==> config.mk <==
export PLATFORM = sky130hd
export DESIGN_NAME = m_wb_ctrl_flat
export DESIGN_NICKNAME = d
export VERILOG_FILES = /design/src/common/m_unit_pkg.sv /design/src/common/m_op_if.sv /design/src/m_wb_ctrl.sv /design/src/flat_wrapper.sv
export SDC_FILE = /design/constraint.sdc
export NUM_CORES = 1
export LEC_CHECK = 0
export CORE_AREA = 3 3 168 170
export CTS_BUF_LIST = sky130_fd_sc_hd__clkbuf_4 sky130_fd_sc_hd__clkbuf_8
export CTS_CLUSTER_SIZE = 28
export DETAILED_ROUTE_END_ITERATION = 12
export DIE_AREA = 0 0 171 173
export DONT_BUFFER_PORTS = 1
export HOLD_SLACK_MARGIN = 0.02
export SLEW_MARGIN = 20
export SYNTH_ARGS = -nofsm -noshare
export SYNTH_HDL_FRONTEND = slang
export SYNTH_SLANG_ARGS = --single-unit
==> constraint.sdc <==
create_clock -name clk_i -period 3.3 [get_ports clk_i]
set_clock_uncertainty 0.2 [all_clocks]
set_input_delay 0.66 -clock clk_i [delete_from_list [all_inputs] [get_ports clk_i]]
set_output_delay 0.66 -clock clk_i [all_outputs]
set_load 0.01 [all_outputs]
==> src/common/m_unit_pkg.sv <==
package m_unit_pkg;

  //////////////////////////////////////////////////////////////////////
  // Sizes fixed by the ISA
  //////////////////////////////////////////////////////////////////////

  // Data word width
  localparam int XLEN = 32;

  // Architectural registers x0..x31
  localparam int NUM_REGS = 32;

  // Register index width
  localparam int REG_ADDR_W = $clog2(NUM_REGS);

  // Major opcode of R-type register instructions
  localparam logic [6:0] OPCODE_OP = 7'h33;

  // funct7 value selecting RV32M
  localparam logic [6:0] FUNCT7_MULDIV = 7'b000_0001;

  //////////////////////////////////////////////////////////////////////
  // Wishbone word map
  //////////////////////////////////////////////////////////////////////

  // Word indices 0..31 hit the register file
  localparam logic [5:0] WB_ADR_INSTR  = 6'd32;
  localparam logic [5:0] WB_ADR_STATUS = 6'd33;

  // M operators, encoding equals funct3
  typedef enum logic [2:0] {
    MD_MUL    = 3'b000,
    MD_MULH   = 3'b001,
    MD_MULHSU = 3'b010,
    MD_MULHU  = 3'b011,
    MD_DIV    = 3'b100,
    MD_DIVU   = 3'b101,
    MD_REM    = 3'b110,
    MD_REMU   = 3'b111
  } md_op_e;

  // R-type field layout
  typedef struct packed {
    logic [6:0] funct7;
    logic [4:0] rs2;
    logic [4:0] rs1;
    logic [2:0] funct3;
    logic [4:0] rd;
    logic [6:0] opcode;
  } r_type_t;

  // Instruction word, raw or split into fields
  typedef union packed {
    logic [31:0] raw;
    r_type_t     r;
  } instr_u;

  // Decoder outputs
  typedef struct packed {
    logic       illegal_insn;
    logic       rf_we;
    logic [1:0] rf_re;
    logic       mult_en;
    logic       div_en;
    md_op_e     md_operator;
  } decoder_ctrl_t;

  // Illegal, nothing enabled
  localparam decoder_ctrl_t DECODER_CTRL_ILLEGAL_INSN = '{
    illegal_insn: 1'b1,
    rf_we:        1'b0,
    rf_re:        2'b00,
    mult_en:      1'b0,
    div_en:       1'b0,
    md_operator:  MD_MUL
  };

endpackage

==> src/common/m_op_if.sv <==
`timescale 1ns/1ps

// Controller to arithmetic unit link
interface m_op_if;

  // One-cycle start, operands valid with it
  logic start;
  logic [m_unit_pkg::XLEN-1:0] op_a;
  logic [m_unit_pkg::XLEN-1:0] op_b;
  m_unit_pkg::md_op_e operator;

  // One-cycle done, result valid with it
  logic done;
  logic [m_unit_pkg::XLEN-1:0] result;

  // Controller side
  modport ctrl (
    output start,
    output op_a,
    output op_b,
    output operator,
    input  done,
    input  result
  );

  // Arithmetic unit side
  modport unit (
    input  start,
    input  op_a,
    input  op_b,
    input  operator,
    output done,
    output result
  );

endinterface

==> src/m_wb_ctrl.sv <==
`timescale 1ns/1ps

module m_wb_ctrl (
  input  logic                                clk_i,
  input  logic                                arst_n_i,
  // Wishbone classic slave
  input  logic                                wb_cyc_i,
  input  logic                                wb_stb_i,
  input  logic                                wb_we_i,
  input  logic [7:0]                          wb_adr_i,
  input  logic [m_unit_pkg::XLEN-1:0]         wb_dat_i,
  input  logic [3:0]                          wb_sel_i,
  output logic [m_unit_pkg::XLEN-1:0]         wb_dat_o,
  output logic                                wb_ack_o,
  // Decoder
  output m_unit_pkg::instr_u                  instr_o,
  input  m_unit_pkg::decoder_ctrl_t           decoder_ctrl_i,
  // Register file
  output logic [m_unit_pkg::REG_ADDR_W-1:0]   rf_raddr_a_o,
  output logic [m_unit_pkg::REG_ADDR_W-1:0]   rf_raddr_b_o,
  input  logic [m_unit_pkg::XLEN-1:0]         rf_rdata_a_i,
  input  logic [m_unit_pkg::XLEN-1:0]         rf_rdata_b_i,
  output logic                                rf_we_o,
  output logic [m_unit_pkg::REG_ADDR_W-1:0]   rf_waddr_o,
  output logic [m_unit_pkg::XLEN-1:0]         rf_wdata_o,
  // Arithmetic units
  m_op_if.ctrl                                mul_if,
  m_op_if.ctrl                                div_if
);

  // Address decode
  logic [5:0] adr_word;
  logic       reg_hit;
  logic       instr_wr;
  logic       accept;

  // Sequencer phases, all clear means idle
  logic dec_q;
  logic exec_q;
  logic resp_q;
  logic ack_q;

  // Architectural state
  m_unit_pkg::instr_u          instr_q;
  logic                        illegal_q;
  logic                        rd_we_q;
  logic [m_unit_pkg::XLEN-1:0] result_q;
  logic [m_unit_pkg::XLEN-1:0] rd_data;
  logic [m_unit_pkg::XLEN-1:0] dat_q;
  logic                        unit_done;

  //////////////////////////////////////////////////////////////////////
  // Wishbone decode
  //////////////////////////////////////////////////////////////////////

  // Byte address to word index
  assign adr_word = wb_adr_i[7:2];
  assign reg_hit  = ~adr_word[5];
  assign instr_wr = wb_we_i & (adr_word == m_unit_pkg::WB_ADR_INSTR);

  // New request only when idle and not mid-ack
  assign accept = wb_cyc_i & wb_stb_i & ~ack_q & ~(dec_q | exec_q | resp_q);

  // Read mux, other indices read zero
  always_comb begin
    rd_data = '0;
    if (reg_hit) begin
      rd_data = rf_rdata_a_i;
    end else if (adr_word == m_unit_pkg::WB_ADR_INSTR) begin
      rd_data = instr_q.raw;
    end else if (adr_word == m_unit_pkg::WB_ADR_STATUS) begin
      rd_data = {{(m_unit_pkg::XLEN-1){1'b0}}, illegal_q};
    end
  end

  //////////////////////////////////////////////////////////////////////
  // Issue / execute / writeback
  //////////////////////////////////////////////////////////////////////

  assign unit_done = mul_if.done | div_if.done;

  always_ff @(posedge clk_i or negedge arst_n_i) begin
    if (!arst_n_i) begin
      dec_q     <= 1'b0;
      exec_q    <= 1'b0;
      resp_q    <= 1'b0;
      ack_q     <= 1'b0;
      illegal_q <= 1'b0;
      rd_we_q   <= 1'b0;
      instr_q   <= '0;
    end else begin
      ack_q  <= 1'b0;
      dec_q  <= 1'b0;
      resp_q <= 1'b0;
      if (accept) begin
        if (instr_wr) begin
          // Latch word, ack held back
          instr_q.raw <= wb_dat_i;
          dec_q       <= 1'b1;
        end else begin
          ack_q <= 1'b1;
        end
      end
      if (dec_q) begin
        illegal_q <= decoder_ctrl_i.illegal_insn;
        rd_we_q   <= decoder_ctrl_i.rf_we;
        if (decoder_ctrl_i.illegal_insn) begin
          // Nothing to run, respond without write
          ack_q  <= 1'b1;
          resp_q <= 1'b1;
        end else begin
          exec_q <= 1'b1;
        end
      end
      if (exec_q && unit_done) begin
        exec_q <= 1'b0;
        ack_q  <= 1'b1;
        resp_q <= 1'b1;
      end
    end
  end

  // Read data and unit result
  always_ff @(posedge clk_i) begin
    if (accept) begin
      dat_q <= rd_data;
    end
    if (exec_q && unit_done) begin
      result_q <= mul_if.done ? mul_if.result : div_if.result;
    end
  end

  //////////////////////////////////////////////////////////////////////
  // Register file and unit hookup
  //////////////////////////////////////////////////////////////////////

  // Port A shared with host reads, rs1 during decode
  always_comb begin
    if (dec_q) begin
      rf_raddr_a_o = decoder_ctrl_i.rf_re[0] ? instr_q.r.rs1 : '0;
    end else begin
      rf_raddr_a_o = adr_word[m_unit_pkg::REG_ADDR_W-1:0];
    end
    rf_raddr_b_o = decoder_ctrl_i.rf_re[1] ? instr_q.r.rs2 : '0;
  end

  // Writeback in the ack cycle, host writes need all byte lanes
  assign rf_we_o = (resp_q & rd_we_q) |
                   (accept & wb_we_i & reg_hit & (&wb_sel_i));
  assign rf_waddr_o = resp_q ? instr_q.r.rd : adr_word[m_unit_pkg::REG_ADDR_W-1:0];
  assign rf_wdata_o = resp_q ? result_q : wb_dat_i;

  // Start the unit picked by the decoder
  assign mul_if.start    = dec_q & decoder_ctrl_i.mult_en;
  assign mul_if.op_a     = rf_rdata_a_i;
  assign mul_if.op_b     = rf_rdata_b_i;
  assign mul_if.operator = decoder_ctrl_i.md_operator;

  assign div_if.start    = dec_q & decoder_ctrl_i.div_en;
  assign div_if.op_a     = rf_rdata_a_i;
  assign div_if.op_b     = rf_rdata_b_i;
  assign div_if.operator = decoder_ctrl_i.md_operator;

  assign instr_o  = instr_q;
  assign wb_dat_o = dat_q;
  assign wb_ack_o = ack_q;

endmodule

==> src/flat_wrapper.sv <==
// flat-port wrapper written by rule: the top's interface ports become plain ports
module m_wb_ctrl_flat 
  (clk_i, arst_n_i, wb_cyc_i, wb_stb_i, wb_we_i, wb_adr_i, wb_dat_i, wb_sel_i, wb_dat_o, wb_ack_o, instr_o, decoder_ctrl_i, rf_raddr_a_o, rf_raddr_b_o, rf_rdata_a_i, rf_rdata_b_i, rf_we_o, rf_waddr_o, rf_wdata_o, mul_if_start, mul_if_op_a, mul_if_op_b, mul_if_operator, mul_if_done, mul_if_result, div_if_start, div_if_op_a, div_if_op_b, div_if_operator, div_if_done, div_if_result);
  m_op_if mul_if_i ();
  m_op_if div_if_i ();
  input  logic clk_i;
  input  logic arst_n_i;
  input  logic wb_cyc_i;
  input  logic wb_stb_i;
  input  logic wb_we_i;
  input  logic [7:0] wb_adr_i;
  input  logic [m_unit_pkg::XLEN-1:0] wb_dat_i;
  input  logic [3:0] wb_sel_i;
  output logic [m_unit_pkg::XLEN-1:0] wb_dat_o;
  output logic wb_ack_o;
  output m_unit_pkg::instr_u instr_o;
  input  m_unit_pkg::decoder_ctrl_t decoder_ctrl_i;
  output logic [m_unit_pkg::REG_ADDR_W-1:0] rf_raddr_a_o;
  output logic [m_unit_pkg::REG_ADDR_W-1:0] rf_raddr_b_o;
  input  logic [m_unit_pkg::XLEN-1:0] rf_rdata_a_i;
  input  logic [m_unit_pkg::XLEN-1:0] rf_rdata_b_i;
  output logic rf_we_o;
  output logic [m_unit_pkg::REG_ADDR_W-1:0] rf_waddr_o;
  output logic [m_unit_pkg::XLEN-1:0] rf_wdata_o;
  output wire logic [$bits(mul_if_i.start)-1:0] mul_if_start;
  output wire logic [$bits(mul_if_i.op_a)-1:0] mul_if_op_a;
  output wire logic [$bits(mul_if_i.op_b)-1:0] mul_if_op_b;
  output wire logic [$bits(mul_if_i.operator)-1:0] mul_if_operator;
  input wire logic [$bits(mul_if_i.done)-1:0] mul_if_done;
  input wire logic [$bits(mul_if_i.result)-1:0] mul_if_result;
  output wire logic [$bits(div_if_i.start)-1:0] div_if_start;
  output wire logic [$bits(div_if_i.op_a)-1:0] div_if_op_a;
  output wire logic [$bits(div_if_i.op_b)-1:0] div_if_op_b;
  output wire logic [$bits(div_if_i.operator)-1:0] div_if_operator;
  input wire logic [$bits(div_if_i.done)-1:0] div_if_done;
  input wire logic [$bits(div_if_i.result)-1:0] div_if_result;
  assign mul_if_start = mul_if_i.start;
  assign mul_if_op_a = mul_if_i.op_a;
  assign mul_if_op_b = mul_if_i.op_b;
  assign mul_if_operator = mul_if_i.operator;
  assign mul_if_i.done = mul_if_done;
  assign mul_if_i.result = mul_if_result;
  assign div_if_start = div_if_i.start;
  assign div_if_op_a = div_if_i.op_a;
  assign div_if_op_b = div_if_i.op_b;
  assign div_if_operator = div_if_i.operator;
  assign div_if_i.done = div_if_done;
  assign div_if_i.result = div_if_result;
  m_wb_ctrl u_core (.clk_i(clk_i), .arst_n_i(arst_n_i), .wb_cyc_i(wb_cyc_i), .wb_stb_i(wb_stb_i), .wb_we_i(wb_we_i), .wb_adr_i(wb_adr_i), .wb_dat_i(wb_dat_i), .wb_sel_i(wb_sel_i), .wb_dat_o(wb_dat_o), .wb_ack_o(wb_ack_o), .instr_o(instr_o), .decoder_ctrl_i(decoder_ctrl_i), .rf_raddr_a_o(rf_raddr_a_o), .rf_raddr_b_o(rf_raddr_b_o), .rf_rdata_a_i(rf_rdata_a_i), .rf_rdata_b_i(rf_rdata_b_i), .rf_we_o(rf_we_o), .rf_waddr_o(rf_waddr_o), .rf_wdata_o(rf_wdata_o), .mul_if(mul_if_i), .div_if(div_if_i));
endmodule
======== After elaboration in Yosys (flattened, before gate mapping) ========
Index checks and enable logic that the tools add are counted.
operators by class
  reduce and logical (&&, ||, !) cells .... 5
  eq/ne operators ......................... 3
  mux-type cells .......................... 22
  bitwise logic cells ..................... 17
operators with widths
  cell                count
  $mux 32             4
  $mux 5              4
  $mux 1              14
  $eq 6x6->1 const B  2
  $and 1x1->1         10
  $or 1x1->1          4
  $reduce_and 2->1    2
  $reduce_and 4->1    1
  $not 1->1           3
  $ne 2x1->1 const B  1
  $reduce_bool 2->1   1
  $logic_and 1x1->1   1
storage, ports and cells
  register bits ........................... 102

======== Logic depth before layout (Yosys ltp) ========
Gate-level depths: netlist (run 1).
  depth in word-level cells ............... 8
  depth in mapped cells ................... 6
  gate-level depth less buffers ........... 4

======== Worst setup path after synthesis (run 1) ========
OpenSTA, ideal clock, no wires.
  path kind ............................... input to output
  start point ............................. input port wb_stb_i
  end point ............................... output port rf_we_o
  slack ................................... -45 ps
  stages on the path ...................... 3
  buffers on the path ..................... 0
  data arrival time ....................... 2,485 ps
  cell sequence ........................... or4b_4 nor3b_4 a32o_1
on the way
  word-level cells in the longest chain between the ends .. 7
ends and longest elaborated chain
  element                   RTL line            text
  from (decl)               flat_wrapper.sv:9   input logic wb_stb_i;
  $and 1x1->1 (3 in a row)  m_wb_ctrl.sv:62     assign accept = wb_cyc_i & wb_stb_i & ~ack_q & ~(dec_q | exec_q | resp_q);
  named net u_core.accept   m_wb_ctrl.sv:35     logic accept;
  $and 1x1->1 (3 in a row)  m_wb_ctrl.sv:149    (accept & wb_we_i & reg_hit & (&wb_sel_i));
  $or 1x1->1                m_wb_ctrl.sv:148    assign rf_we_o = (resp_q & rd_we_q) |
  to (decl)                 flat_wrapper.sv:22  output logic rf_we_o;
The timed path passes the listed nets, and every way through them passes these cells.

======== Worst setup path after layout (run 1) ========
  start point ............................. register u_core.resp_q
  end point ............................... output port rf_we_o
on the way
  word-level cells in the longest chain between the ends .. 7
  elaborated cells on any way between the ends .. 8
ends and longest elaborated chain
  element                   RTL line          text
  from (decl)               m_wb_ctrl.sv:40   logic resp_q;
  from (signal assigned)    m_wb_ctrl.sv:86   resp_q <= 1'b0;
  from (signal assigned)    m_wb_ctrl.sv:94   resp_q <= 1'b0;
  from (signal assigned)    m_wb_ctrl.sv:110  resp_q <= 1'b1;
  $or 1x1->1                m_wb_ctrl.sv:62
  $not 1->1                 m_wb_ctrl.sv:62
  $and 1x1->1               m_wb_ctrl.sv:62
  named net u_core.accept   m_wb_ctrl.sv:35
  $and 1x1->1 (3 in a row)  m_wb_ctrl.sv:149
  $or 1x1->1                m_wb_ctrl.sv:148
The timed path passes the listed nets, and every way through them passes these cells.

==> impl_metrics.py, run 1 <==
metrics = {
    "logic_synthesis": {
        "synth_area_um2": 5900,
        "ys_seq_elements": 102,
        "yosys-top-cells-area": "edfxtp_1, buf_4, dfrtp_1, mux2_2, mux2_4",
        "yosysTopAreaCellShare": 0.326,
        "syn_avg_cell_area_um2": 11.8,
        "synthCells": 498,
        "yosysTopAreaCell": "edfxtp_1",
        "synth_ff_type": "edfxtp_1",
        "async_flop_share": 0.373,
        "yosysUniqueCellTypes": 26,
        "yosysWarningCount": 0,
        "synth_nets": 686,
        "synth_edf_count": 64,
        "synth_seq_area_share": 0.487,
    },
    "setup_path": {
        "critPathMaxStageDelay_ns": 0.54,
        "worstPathArrival_ns": 1.97,
        "end_kind": "output port",
        "critical_path.endpoint": "rf_we_o",
        "cp.required_ns": 2.44,
        "reg2reg_depth": 5,
        "rrSetupSlack_ns": 0.81,
        "cp_max_fo": 3,
        "worstSetupPathType": "flip-flop to output port",
        "startpoint_type": "flip-flop",
        "worstSetupStartpoint": "u_core.resp_q",
        "path_cells": "or4b_4, nor3b_4, a32o_1",
        "r2r-start": "u_core.resp_q",
        "reg2reg_to": "u_core.instr_o[26]",
        "slowest_stage": "or4b_4",
    },
    "global_route": {
        "grt_overflow": 0,
        "grt_max_degree": 44,
        "grt_use_total": 0.117,
        "grt_pass1_vias": 3116,
        "grt_first_pass_wirelength_mm": 24.9,
        "antenna_found_initial": 1,
    },
    "timing": {
        "drv_slew": 0,
        "relSlewSlack": 0.394,
        "max_clock_freq_mhz": 353,
        "rsz0062_at_grt": "no",
        "worst_pin_slew_ns": 0.909,
        "finalCritPeriodShare": 0.858,
        "period_needed_ns": 2.83,
        "hold_viol_final": 0,
        "setup_violations": 0,
    },
    "layout": {
        "antenna_cells": 0,
        "nNetsFinal": 550,
        "final_common_cell": "mux2_2",
        "fin_util": 0.204,
        "drive_above_1_share": 0.341,
        "mostFrequentLayoutCells": "mux2_2, edfxtp_1, o21ai_0",
        "area_growth_pct": -7.09,
        "design_area_um2": 5480,
    },
    "die": {
        "core_area_um2": 26900,
        "fp.dieW_um": 171,
        "io_pins": 437,
        "rows": 60,
        "die_area_um2": 29600,
        "die_h_um": 173,
        "start_util": 0.219,
    },
    "placed_design": {
        "hpwl_mm": 13.7,
        "gp_congestion": 0.857,
        "dpl_cell_area_um2": 5270,
        "port_buffers": 0,
    },
    "power": {
        "powerDensity_nw_per_um2": 452,
        "vdd_drop_max_uv": 161,
        "p_leak_nw": 2.16,
    },
    "clock_tree": {
        "cts_num_sinks": 102,
        "cts_made_buffers": 9,
        "cts-root-buf": "clkbuf_8",
        "clk_latency_ns": 0.38,
        "path_clk_slew_ns": 0.12,
        "cts.htree.levels": 3,
        "clockBufferDepth": 2,
        "cts_post_setup_buffers_inserted": 0,
        "cts-resized-gates": 0,
        "tritoncts": "done",
    },
    "detailed_routing": {
        "drtPass1Iterations": 4,
        "drcViolationCount": 0,
        "detailroute.via_count": 3006,
        "routed_via_density": 4.25,
        "drt_iter0_markers": 221,
        "antenna_left": 0,
        "wl_mm": 17.6,
        "avgRoutedWirePerCell_um": 24.9,
    },
    "flow_run": {
        "drv_cap": 0,
    },
    "status": {
        "outcome": "complete, no violations",
    },
    "worst_hold_path": {
        "holdCritPathClass": "input pin to flip-flop",
    },
}
-- registers in the layout, summed over array words and instances (netlist names) --
name and cells:
u_core.instr_o 32, u_core.illegal_q 1, u_core.rd_we_q 1, u_core.wb_ack_o 1, u_core.dec_q 1, u_core.resp_q 1
u_core.result_q 32, u_core.wb_dat_o 32, u_core.exec_q 1
-- worst min path at each step --
stage,cells after the start,end,from
after floorplan,0,u_core.dec_q,arst_n_i
after CTS,1,u_core.instr_o[19],wb_dat_i[19]
after global routing,1,u_core.instr_o[5],wb_dat_i[5]
after detailed placement,0,u_core.instr_o[27],arst_n_i
final,1,u_core.instr_o[19],wb_dat_i[19]
after global placement,0,u_core.instr_o[26],arst_n_i
-- synth_stat cells (all sizes together), types with 2 or more instances --
master  count
a21o        2
and2        7
buf       139
clkbuf     15
dfrtp      38
edfxtp     64
inv        39
mux2       98
nand2      37
nand3       6
nor2        2
o21ai      41
or4b        2
-- through the flow --
step	setup slack (ns)	hold slack [ns]	TNS [ns]	std cells	power, mW
CTS	0.367	0.170	0	708	2.55
finish	0.470	0.212	0	708	2.48
floorplan	-0.0446	0.164	-0.0446	498	1.81
detailed placement	0.602	0.168	0	690	1.69
global route	0.301	0.169	0	708	2.61
global placement	0.610	0.168	0	690	1.68
-- metal layers --
metal / GRT usage / share of wire / wire [um] / up-vias
li1: - / - / - / 1273
met1: 0.170 / 0.47 / 8240 / 1537
met2: 0.167 / 0.45 / 8020 / 182
met3: 0.0361 / 0.069 / 1210 / 12
met4: 0.0288 / 0.0084 / 148 / 2
met5: 0 / 0.0011 / 20 / -
-- report_power, final --
group / internal, mW / leakage, nW / switching [mW]
logic: 0.0952 / 0.958 / 0.100
clock network: 0.285 / 0.0883 / 0.527
registers: 1.41 / 1.12 / 0.0576
-- cell type report --
cell class              instances  area (um^2)
fillers                      2897        21400
flip-flops and latches        102         2870
multi-input cells             203         1770
well taps                     341          427
inverters                      39          146
clock buffers                   9          124
repair buffers                  7         80.1
clock inverters                 7         55.1
-- cell families (layout without fill, tap and decap cells) --
kind of cell | after synthesis | count (layout) | share of synthesized area
simple gates | 57 | 57 | 0.0494
mux | 99 | 99 | 0.207
compound gates | 47 | 47 | 0.0426
flops | 102 | 102 | 0.487
buf+inv | 193 | 62 | 0.213
-- critical path: cells and delay by family, from the launching register on --
family / cells / cell delay [ns]
simple gates: 2 / 0.83
flops: 1 / 0.43
compound gates: 1 / 0.33
-- timing repair --
item	CTS	global route
endpoints found under the setup margin	0	0
hold endpoints to repair	38	0
hold buffers	2	0
(Power assumes the default switching activity.)
==> run 2: changes to the inputs <==
--- a/config.mk
+++ b/config.mk
@@ -11,7 +11,9 @@
 export DETAILED_ROUTE_END_ITERATION = 12
 export DIE_AREA = 0 0 171 173
 export DONT_BUFFER_PORTS = 1
+export GPL_ROUTABILITY_DRIVEN = 0
 export HOLD_SLACK_MARGIN = 0.02
+export REMOVE_ABC_BUFFERS = 1
 export SLEW_MARGIN = 20
 export SYNTH_ARGS = -nofsm -noshare
 export SYNTH_HDL_FRONTEND = slang
==> constraint.sdc (replaced) <==
create_clock -name clk_i -period 2.7 [get_ports clk_i]
set_clock_uncertainty 0.2 [all_clocks]
set_input_delay 0.54 -clock clk_i [delete_from_list [all_inputs] [get_ports clk_i]]
set_output_delay 0.54 -clock clk_i [all_outputs]
set_load 0.01 [all_outputs]
==> run 2 against run 1 <==
Wire length grew 16%. Sequential share of layout area shrank 0.55 points. Global-route usage grew 1.8 points. Die area is the same. Via count grew 4.7%. Sequential power grew 22%. Power grew 20%. Register-to-register slack lost 0.47 ns. Hold slack lost 0.12 ns. Final area grew 1.1%. Critical endpoint unchanged. Highest routed layer unchanged.
==> impl_metrics.py, run 2 (same netlist as run 1, synthesis figures left out) <==
metrics = {
    "status": {
        "outcome": "complete, no violations",
    },
    "die": {
        "io_pins": 437,
        "core_area_um2": 26900,
        "rows": 60,
        "die_h_um": 173,
        "die_area_um2": 29600,
        "start_util": 0.219,
        "fp.dieW_um": 171,
    },
    "power": {
        "pwr-share-clk": 0.314,
        "p_leak_nw": 2.19,
        "power_frac_seq": 0.602,
        "power_mw": 2.98,
        "sw_frac_of_total": 0.260,
        "power.switching_mw": 0.773,
        "vdd_drop_max_uv": 205,
        "powerDensity_nw_per_um2": 538,
        "intPower_mw": 2.20,
        "power_frac_comb": 0.084,
    },
    "setup_path": {
        "rrSetupSlack_ns": 0.34,
        "r2r-start": "u_core.resp_q",
        "crit_family": "simple AND/OR/NAND/NOR gates",
        "path_buf_inv": 0,
        "end_kind": "output port",
        "reg2reg_depth": 6,
        "reg2reg_to": "u_core.instr_o[5]",
        "cp_max_fo": 2,
        "worstPathArrival_ns": 1.80,
        "worstSetupStartpoint": "u_core.resp_q",
        "critPathMaxStageDelay_ns": 0.55,
        "path_cells": "or4b_4, nor3b_4, a32o_2",
        "slowest_stage": "or4b_4",
        "path_depth": 3,
        "worstSetupPathType": "flip-flop to output port",
        "startpoint_type": "flip-flop",
        "cp.required_ns": 1.96,
    },
    "layout": {
        "fin_util": 0.206,
        "area_growth_pct": -6.11,
        "antenna_cells": 0,
        "drive_above_1_share": 0.355,
        "mostFrequentLayoutCells": "mux2_2, edfxtp_1, o21ai_0",
        "final_common_cell": "mux2_2",
        "design_area_um2": 5540,
        "nNetsFinal": 555,
        "stdcell_count": 713,
    },
    "detailed_routing": {
        "drt_iter0_markers": 213,
        "wl_mm": 20.4,
        "routed_via_density": 4.41,
        "detailroute.via_count": 3147,
        "drcViolationCount": 0,
        "drtPass1Iterations": 4,
        "avgRoutedWirePerCell_um": 28.6,
        "antenna_left": 0,
    },
    "timing": {
        "rsz0062_at_grt": "no",
        "period_needed_ns": 2.54,
        "max_clock_freq_mhz": 394,
        "hold_viol_final": 0,
        "drv_slew": 0,
        "relSlewSlack": 0.560,
        "setup_violations": 0,
        "finalCritPeriodShare": 0.939,
        "worst_pin_slew_ns": 0.660,
    },
    "placed_design": {
        "port_buffers": 0,
        "hpwl_mm": 15.6,
        "dp.cells": 694,
        "dpl_cell_area_um2": 5310,
    },
    "global_route": {
        "grt_max_degree": 44,
        "grt_pass1_vias": 3493,
        "grt_first_pass_wirelength_mm": 27.5,
        "antenna_found_initial": 1,
        "grt_use_total": 0.135,
        "grt_overflow": 0,
    },
    "clock_tree": {
        "clockBufferDepth": 2,
        "cts-root-buf": "clkbuf_8",
        "clk_latency_ns": 0.38,
        "cts_made_buffers": 9,
        "cts_num_sinks": 102,
        "path_clk_slew_ns": 0.11,
        "cts.htree.levels": 3,
        "tritoncts": "done",
    },
    "worst_hold_path": {
        "worstHoldEndpoint": "u_core.instr_o[16]",
        "hp-start": "wb_dat_i[16]",
        "hold_path_depth": 1,
        "holdCritPathClass": "input pin to flip-flop",
    },
    "flow_run": {
        "drv_cap": 0,
    },
}
[run 2: worst max-delay path by stage]
stage                               to
floorplan           u_core.instr_o[10]
global placement    u_core.instr_o[27]
detailed placement  u_core.instr_o[14]
CTS                            rf_we_o
global route                   rf_we_o
finish                         rf_we_o
[run 2: final cells by class]
| type | instances | area (um^2) |
|---|---|---|
| repair buffers | 12 | 138 |
| fillers | 2891 | 21300 |
| inverters | 39 | 146 |
| flip-flops and latches | 102 | 2870 |
| clock inverters | 6 | 46.3 |
| well taps | 341 | 427 |
| multi-input cells | 203 | 1770 |
| clock buffers | 10 | 131 |
[run 2: power groups by stage]
stage          clock network, mW  logic, mW  registers (mW)
2_1_floorplan                  0      0.177            1.81
3_3_place_gp                   0      0.228            1.83
3_5_place_dp                   0      0.233            1.83
4_1_cts                    0.995      0.256            1.80
5_1_grt                     1.06      0.274            1.80
6_report                   0.934      0.249            1.79
[run 2: repair_timing]
action	in CTS	in global routing
resized for setup	1	0
buffers inserted	1	0
endpoints found under the hold margin	38	0
hold buffers	2	0
setup endpoints to repair	1	0
[run 2: layer usage]
layer,vias up,GRT usage,part of all wire
li1,1284,-,-
met1,1517,0.150,0.38
met2,319,0.195,0.43
met3,21,0.106,0.17
met4,6,0.0319,0.012
met5,-,0.0686,0.012
[run 2: worst reg2reg max path: stages, from the launching register on]
cell     delay (ns)
dfrtp_2        0.42
or4b_4         0.55
nor3b_4        0.22
buf_4          0.17
nand3_4        0.07
buf_4          0.27
mux2_4         0.36
[run 2: metrics by stage]
stage	setup TNS (ns)	worst slack (ns)	hold WS (ns)
2_1_floorplan	-53.96	-1.22	0.0444
3_3_place_gp	0	0.265	0.0461
3_5_place_dp	0	0.262	0.0460
4_1_cts	0	0.123	0.0599
5_1_grt	0	0.0701	0.0501
6_report	0	0.164	0.0946
==> run 3: changes to the inputs <==
--- a/config.mk
+++ b/config.mk
@@ -7,12 +7,12 @@
 export LEC_CHECK = 0
 export CORE_AREA = 3 3 168 170
 export CTS_BUF_LIST = sky130_fd_sc_hd__clkbuf_4 sky130_fd_sc_hd__clkbuf_8
-export CTS_CLUSTER_SIZE = 28
 export DETAILED_ROUTE_END_ITERATION = 12
 export DIE_AREA = 0 0 171 173
 export DONT_BUFFER_PORTS = 1
 export GPL_ROUTABILITY_DRIVEN = 0
 export HOLD_SLACK_MARGIN = 0.02
+export PLACE_DENSITY = 0.38
 export REMOVE_ABC_BUFFERS = 1
 export SLEW_MARGIN = 20
 export SYNTH_ARGS = -nofsm -noshare
==> run 3 against run 2 <==
Non-clock buffer count rose by 1. Die area did not move. Final area rose by 0.70%. Critical path depth did not move. Wire length fell by 1.9%. Hold slack got worse by 0.0021 ns. Via count fell by 2.3%. Fmax fell by 1.6%.
==> impl_metrics.py, run 3 (same netlist as run 1, synthesis figures left out) <==
metrics = {
    "die": {
        "die_h_um": 173,
        "io_pins": 437,
        "start_util": 0.219,
        "die_area_um2": 29600,
        "core_area_um2": 26900,
        "fp.dieW_um": 171,
        "rows": 60,
    },
    "detailed_routing": {
        "detailroute.via_count": 3076,
        "antenna_left": 0,
        "drt_iter0_markers": 135,
        "avgRoutedWirePerCell_um": 28.0,
        "routed_via_density": 4.31,
        "drcViolationCount": 0,
        "drtPass1Iterations": 4,
        "wl_mm": 20.0,
    },
    "power": {
        "power_frac_comb": 0.080,
        "power_frac_seq": 0.581,
        "powerDensity_nw_per_um2": 553,
        "vdd_drop_max_uv": 187,
        "power.switching_mw": 0.778,
        "p_leak_nw": 2.21,
        "sw_frac_of_total": 0.252,
        "intPower_mw": 2.30,
        "pwr-share-clk": 0.339,
    },
    "global_route": {
        "grt_pass1_vias": 3385,
        "grt_overflow": 0,
        "use_met1": 0.160,
        "top_usage_layer": "met2",
        "grt_first_pass_wirelength_mm": 27.0,
        "antenna_found_initial": 0,
        "met2_usage": 0.182,
        "grt_use_total": 0.131,
        "grt_max_degree": 44,
        "grt_use_met3": 0.0914,
    },
    "timing": {
        "period_needed_ns": 2.58,
        "setup_violations": 0,
        "finalCritPeriodShare": 0.955,
        "layout_setup_ws_ns": 0.122,
        "drv_slew": 0,
        "relSlewSlack": 0.569,
        "hold_viol_final": 0,
        "max_clock_freq_mhz": 388,
        "worst_pin_slew_ns": 0.646,
        "rsz0062_at_grt": "no",
    },
    "layout": {
        "fillCellCount": 2875,
        "mostFrequentLayoutCells": "mux2_2, edfxtp_1, o21ai_0",
        "antenna_cells": 0,
        "drive_above_1_share": 0.354,
        "fin_util": 0.207,
        "nNetsFinal": 556,
        "area_growth_pct": -5.45,
        "final_common_cell": "mux2_2",
    },
    "setup_path": {
        "r2r-start": "u_core.exec_q",
        "cp_max_fo": 3,
        "path_cells": "or4b_4, nor3b_4, a32o_1",
        "worstSetupPathType": "flip-flop to output port",
        "rrSetupSlack_ns": 0.39,
        "reg2reg_to": "u_core.instr_o[30]",
        "reg2reg_depth": 6,
        "startpoint_type": "flip-flop",
        "worstPathArrival_ns": 1.84,
        "slowest_stage": "or4b_4",
        "end_kind": "output port",
        "cp.required_ns": 1.96,
        "critPathMaxStageDelay_ns": 0.52,
    },
    "clock_tree": {
        "cts.htree.levels": 3,
        "cts_num_sinks": 102,
        "cts-resized-gates": 0,
        "tritoncts": "done",
        "path_clk_slew_ns": 0.11,
        "cts_made_buffers": 9,
        "clk_latency_ns": 0.38,
        "cts-root-buf": "clkbuf_8",
        "clockBufferDepth": 2,
    },
    "worst_hold_path": {
        "hold_path_depth": 1,
        "worstHoldEndpoint": "u_core.instr_o[10]",
        "hp-start": "wb_dat_i[10]",
        "holdCritPathClass": "input pin to flip-flop",
    },
    "placed_design": {
        "hpwl_mm": 15.0,
        "preCtsSetupSlack_ns": 0.224,
        "port_buffers": 0,
    },
    "flow_run": {
        "drv_cap": 0,
    },
    "status": {
        "outcome": "complete, no violations",
    },
}
run 3: repair_timing:
item	4_1_cts	5_1_grt
buffers inserted	1	0
endpoints found under the hold margin	38	0
setup endpoints to repair	1	0
hold buffers	2	0
run 3: worst max path at each step:
| stage | from | endpoint | slack (ns) | depth (start not counted) |
|---|---|---|---|---|
| final | u_core.exec_q | rf_we_o | 0.12 | 3 |
| after global routing | u_core.resp_q | rf_waddr_o[0] | 0.001 | 3 |
| after CTS | u_core.resp_q | rf_waddr_o[0] | 0.02 | 3 |
| after detailed placement | wb_adr_i[6] | u_core.instr_o[2] | 0.22 | 5 |
| after global placement | wb_adr_i[6] | u_core.instr_o[14] | 0.24 | 5 |
| after floorplan | u_core.resp_q | u_core.instr_o[10] | -1.22 | 4 |
run 3: routing by layer:
layer | vias up | wire length [um]
li1 | 1284 | -
met1 | 1459 | 8420
met2 | 305 | 8330
met3 | 24 | 2800
met4 | 4 | 238
met5 | - | 240
run 3: power groups by stage:
stage / Clock, mW / Combinational, mW / Sequential [mW]
2_1_floorplan: 0 / 0.177 / 1.81
3_3_place_gp: 0 / 0.228 / 1.83
3_5_place_dp: 0 / 0.232 / 1.83
4_1_cts: 1.13 / 0.256 / 1.79
5_1_grt: 1.17 / 0.272 / 1.80
6_report: 1.04 / 0.247 / 1.79
run 3: area by class of cell:
cell class	count	area, um^2	area share
multi-input combinational	203	1770	0.318
inverter	39	146	0.0263
clock buffer	11	139	0.0249
sequential	102	2870	0.515
timing repair buffer	13	158	0.0283
tap	341	427	0.0765
clock inverter	5	58.8	0.0105
run 3: per-stage QoR:
stage | instance area, um^2 | hold WS, ns | std cells | TNS (ns) | total power, mW
floorplan | 4780 | 0.0444 | 344 | -53.96 | 1.99
global placement | 5330 | 0.0459 | 695 | 0 | 2.05
detailed placement | 5330 | 0.0457 | 695 | 0 | 2.06
CTS | 5580 | 0.0541 | 714 | 0 | 3.17
global route | 5580 | 0.0453 | 714 | 0 | 3.24
finish | 5580 | 0.0925 | 714 | 0 | 3.08
run 3: critical path: cells and delay by family (launching register included):
family	cells	cell delay (ns)
AND/OR/NAND/NOR	2	0.74
AO/OA/AOI/OAI	1	0.27
flip-flops	1	0.45
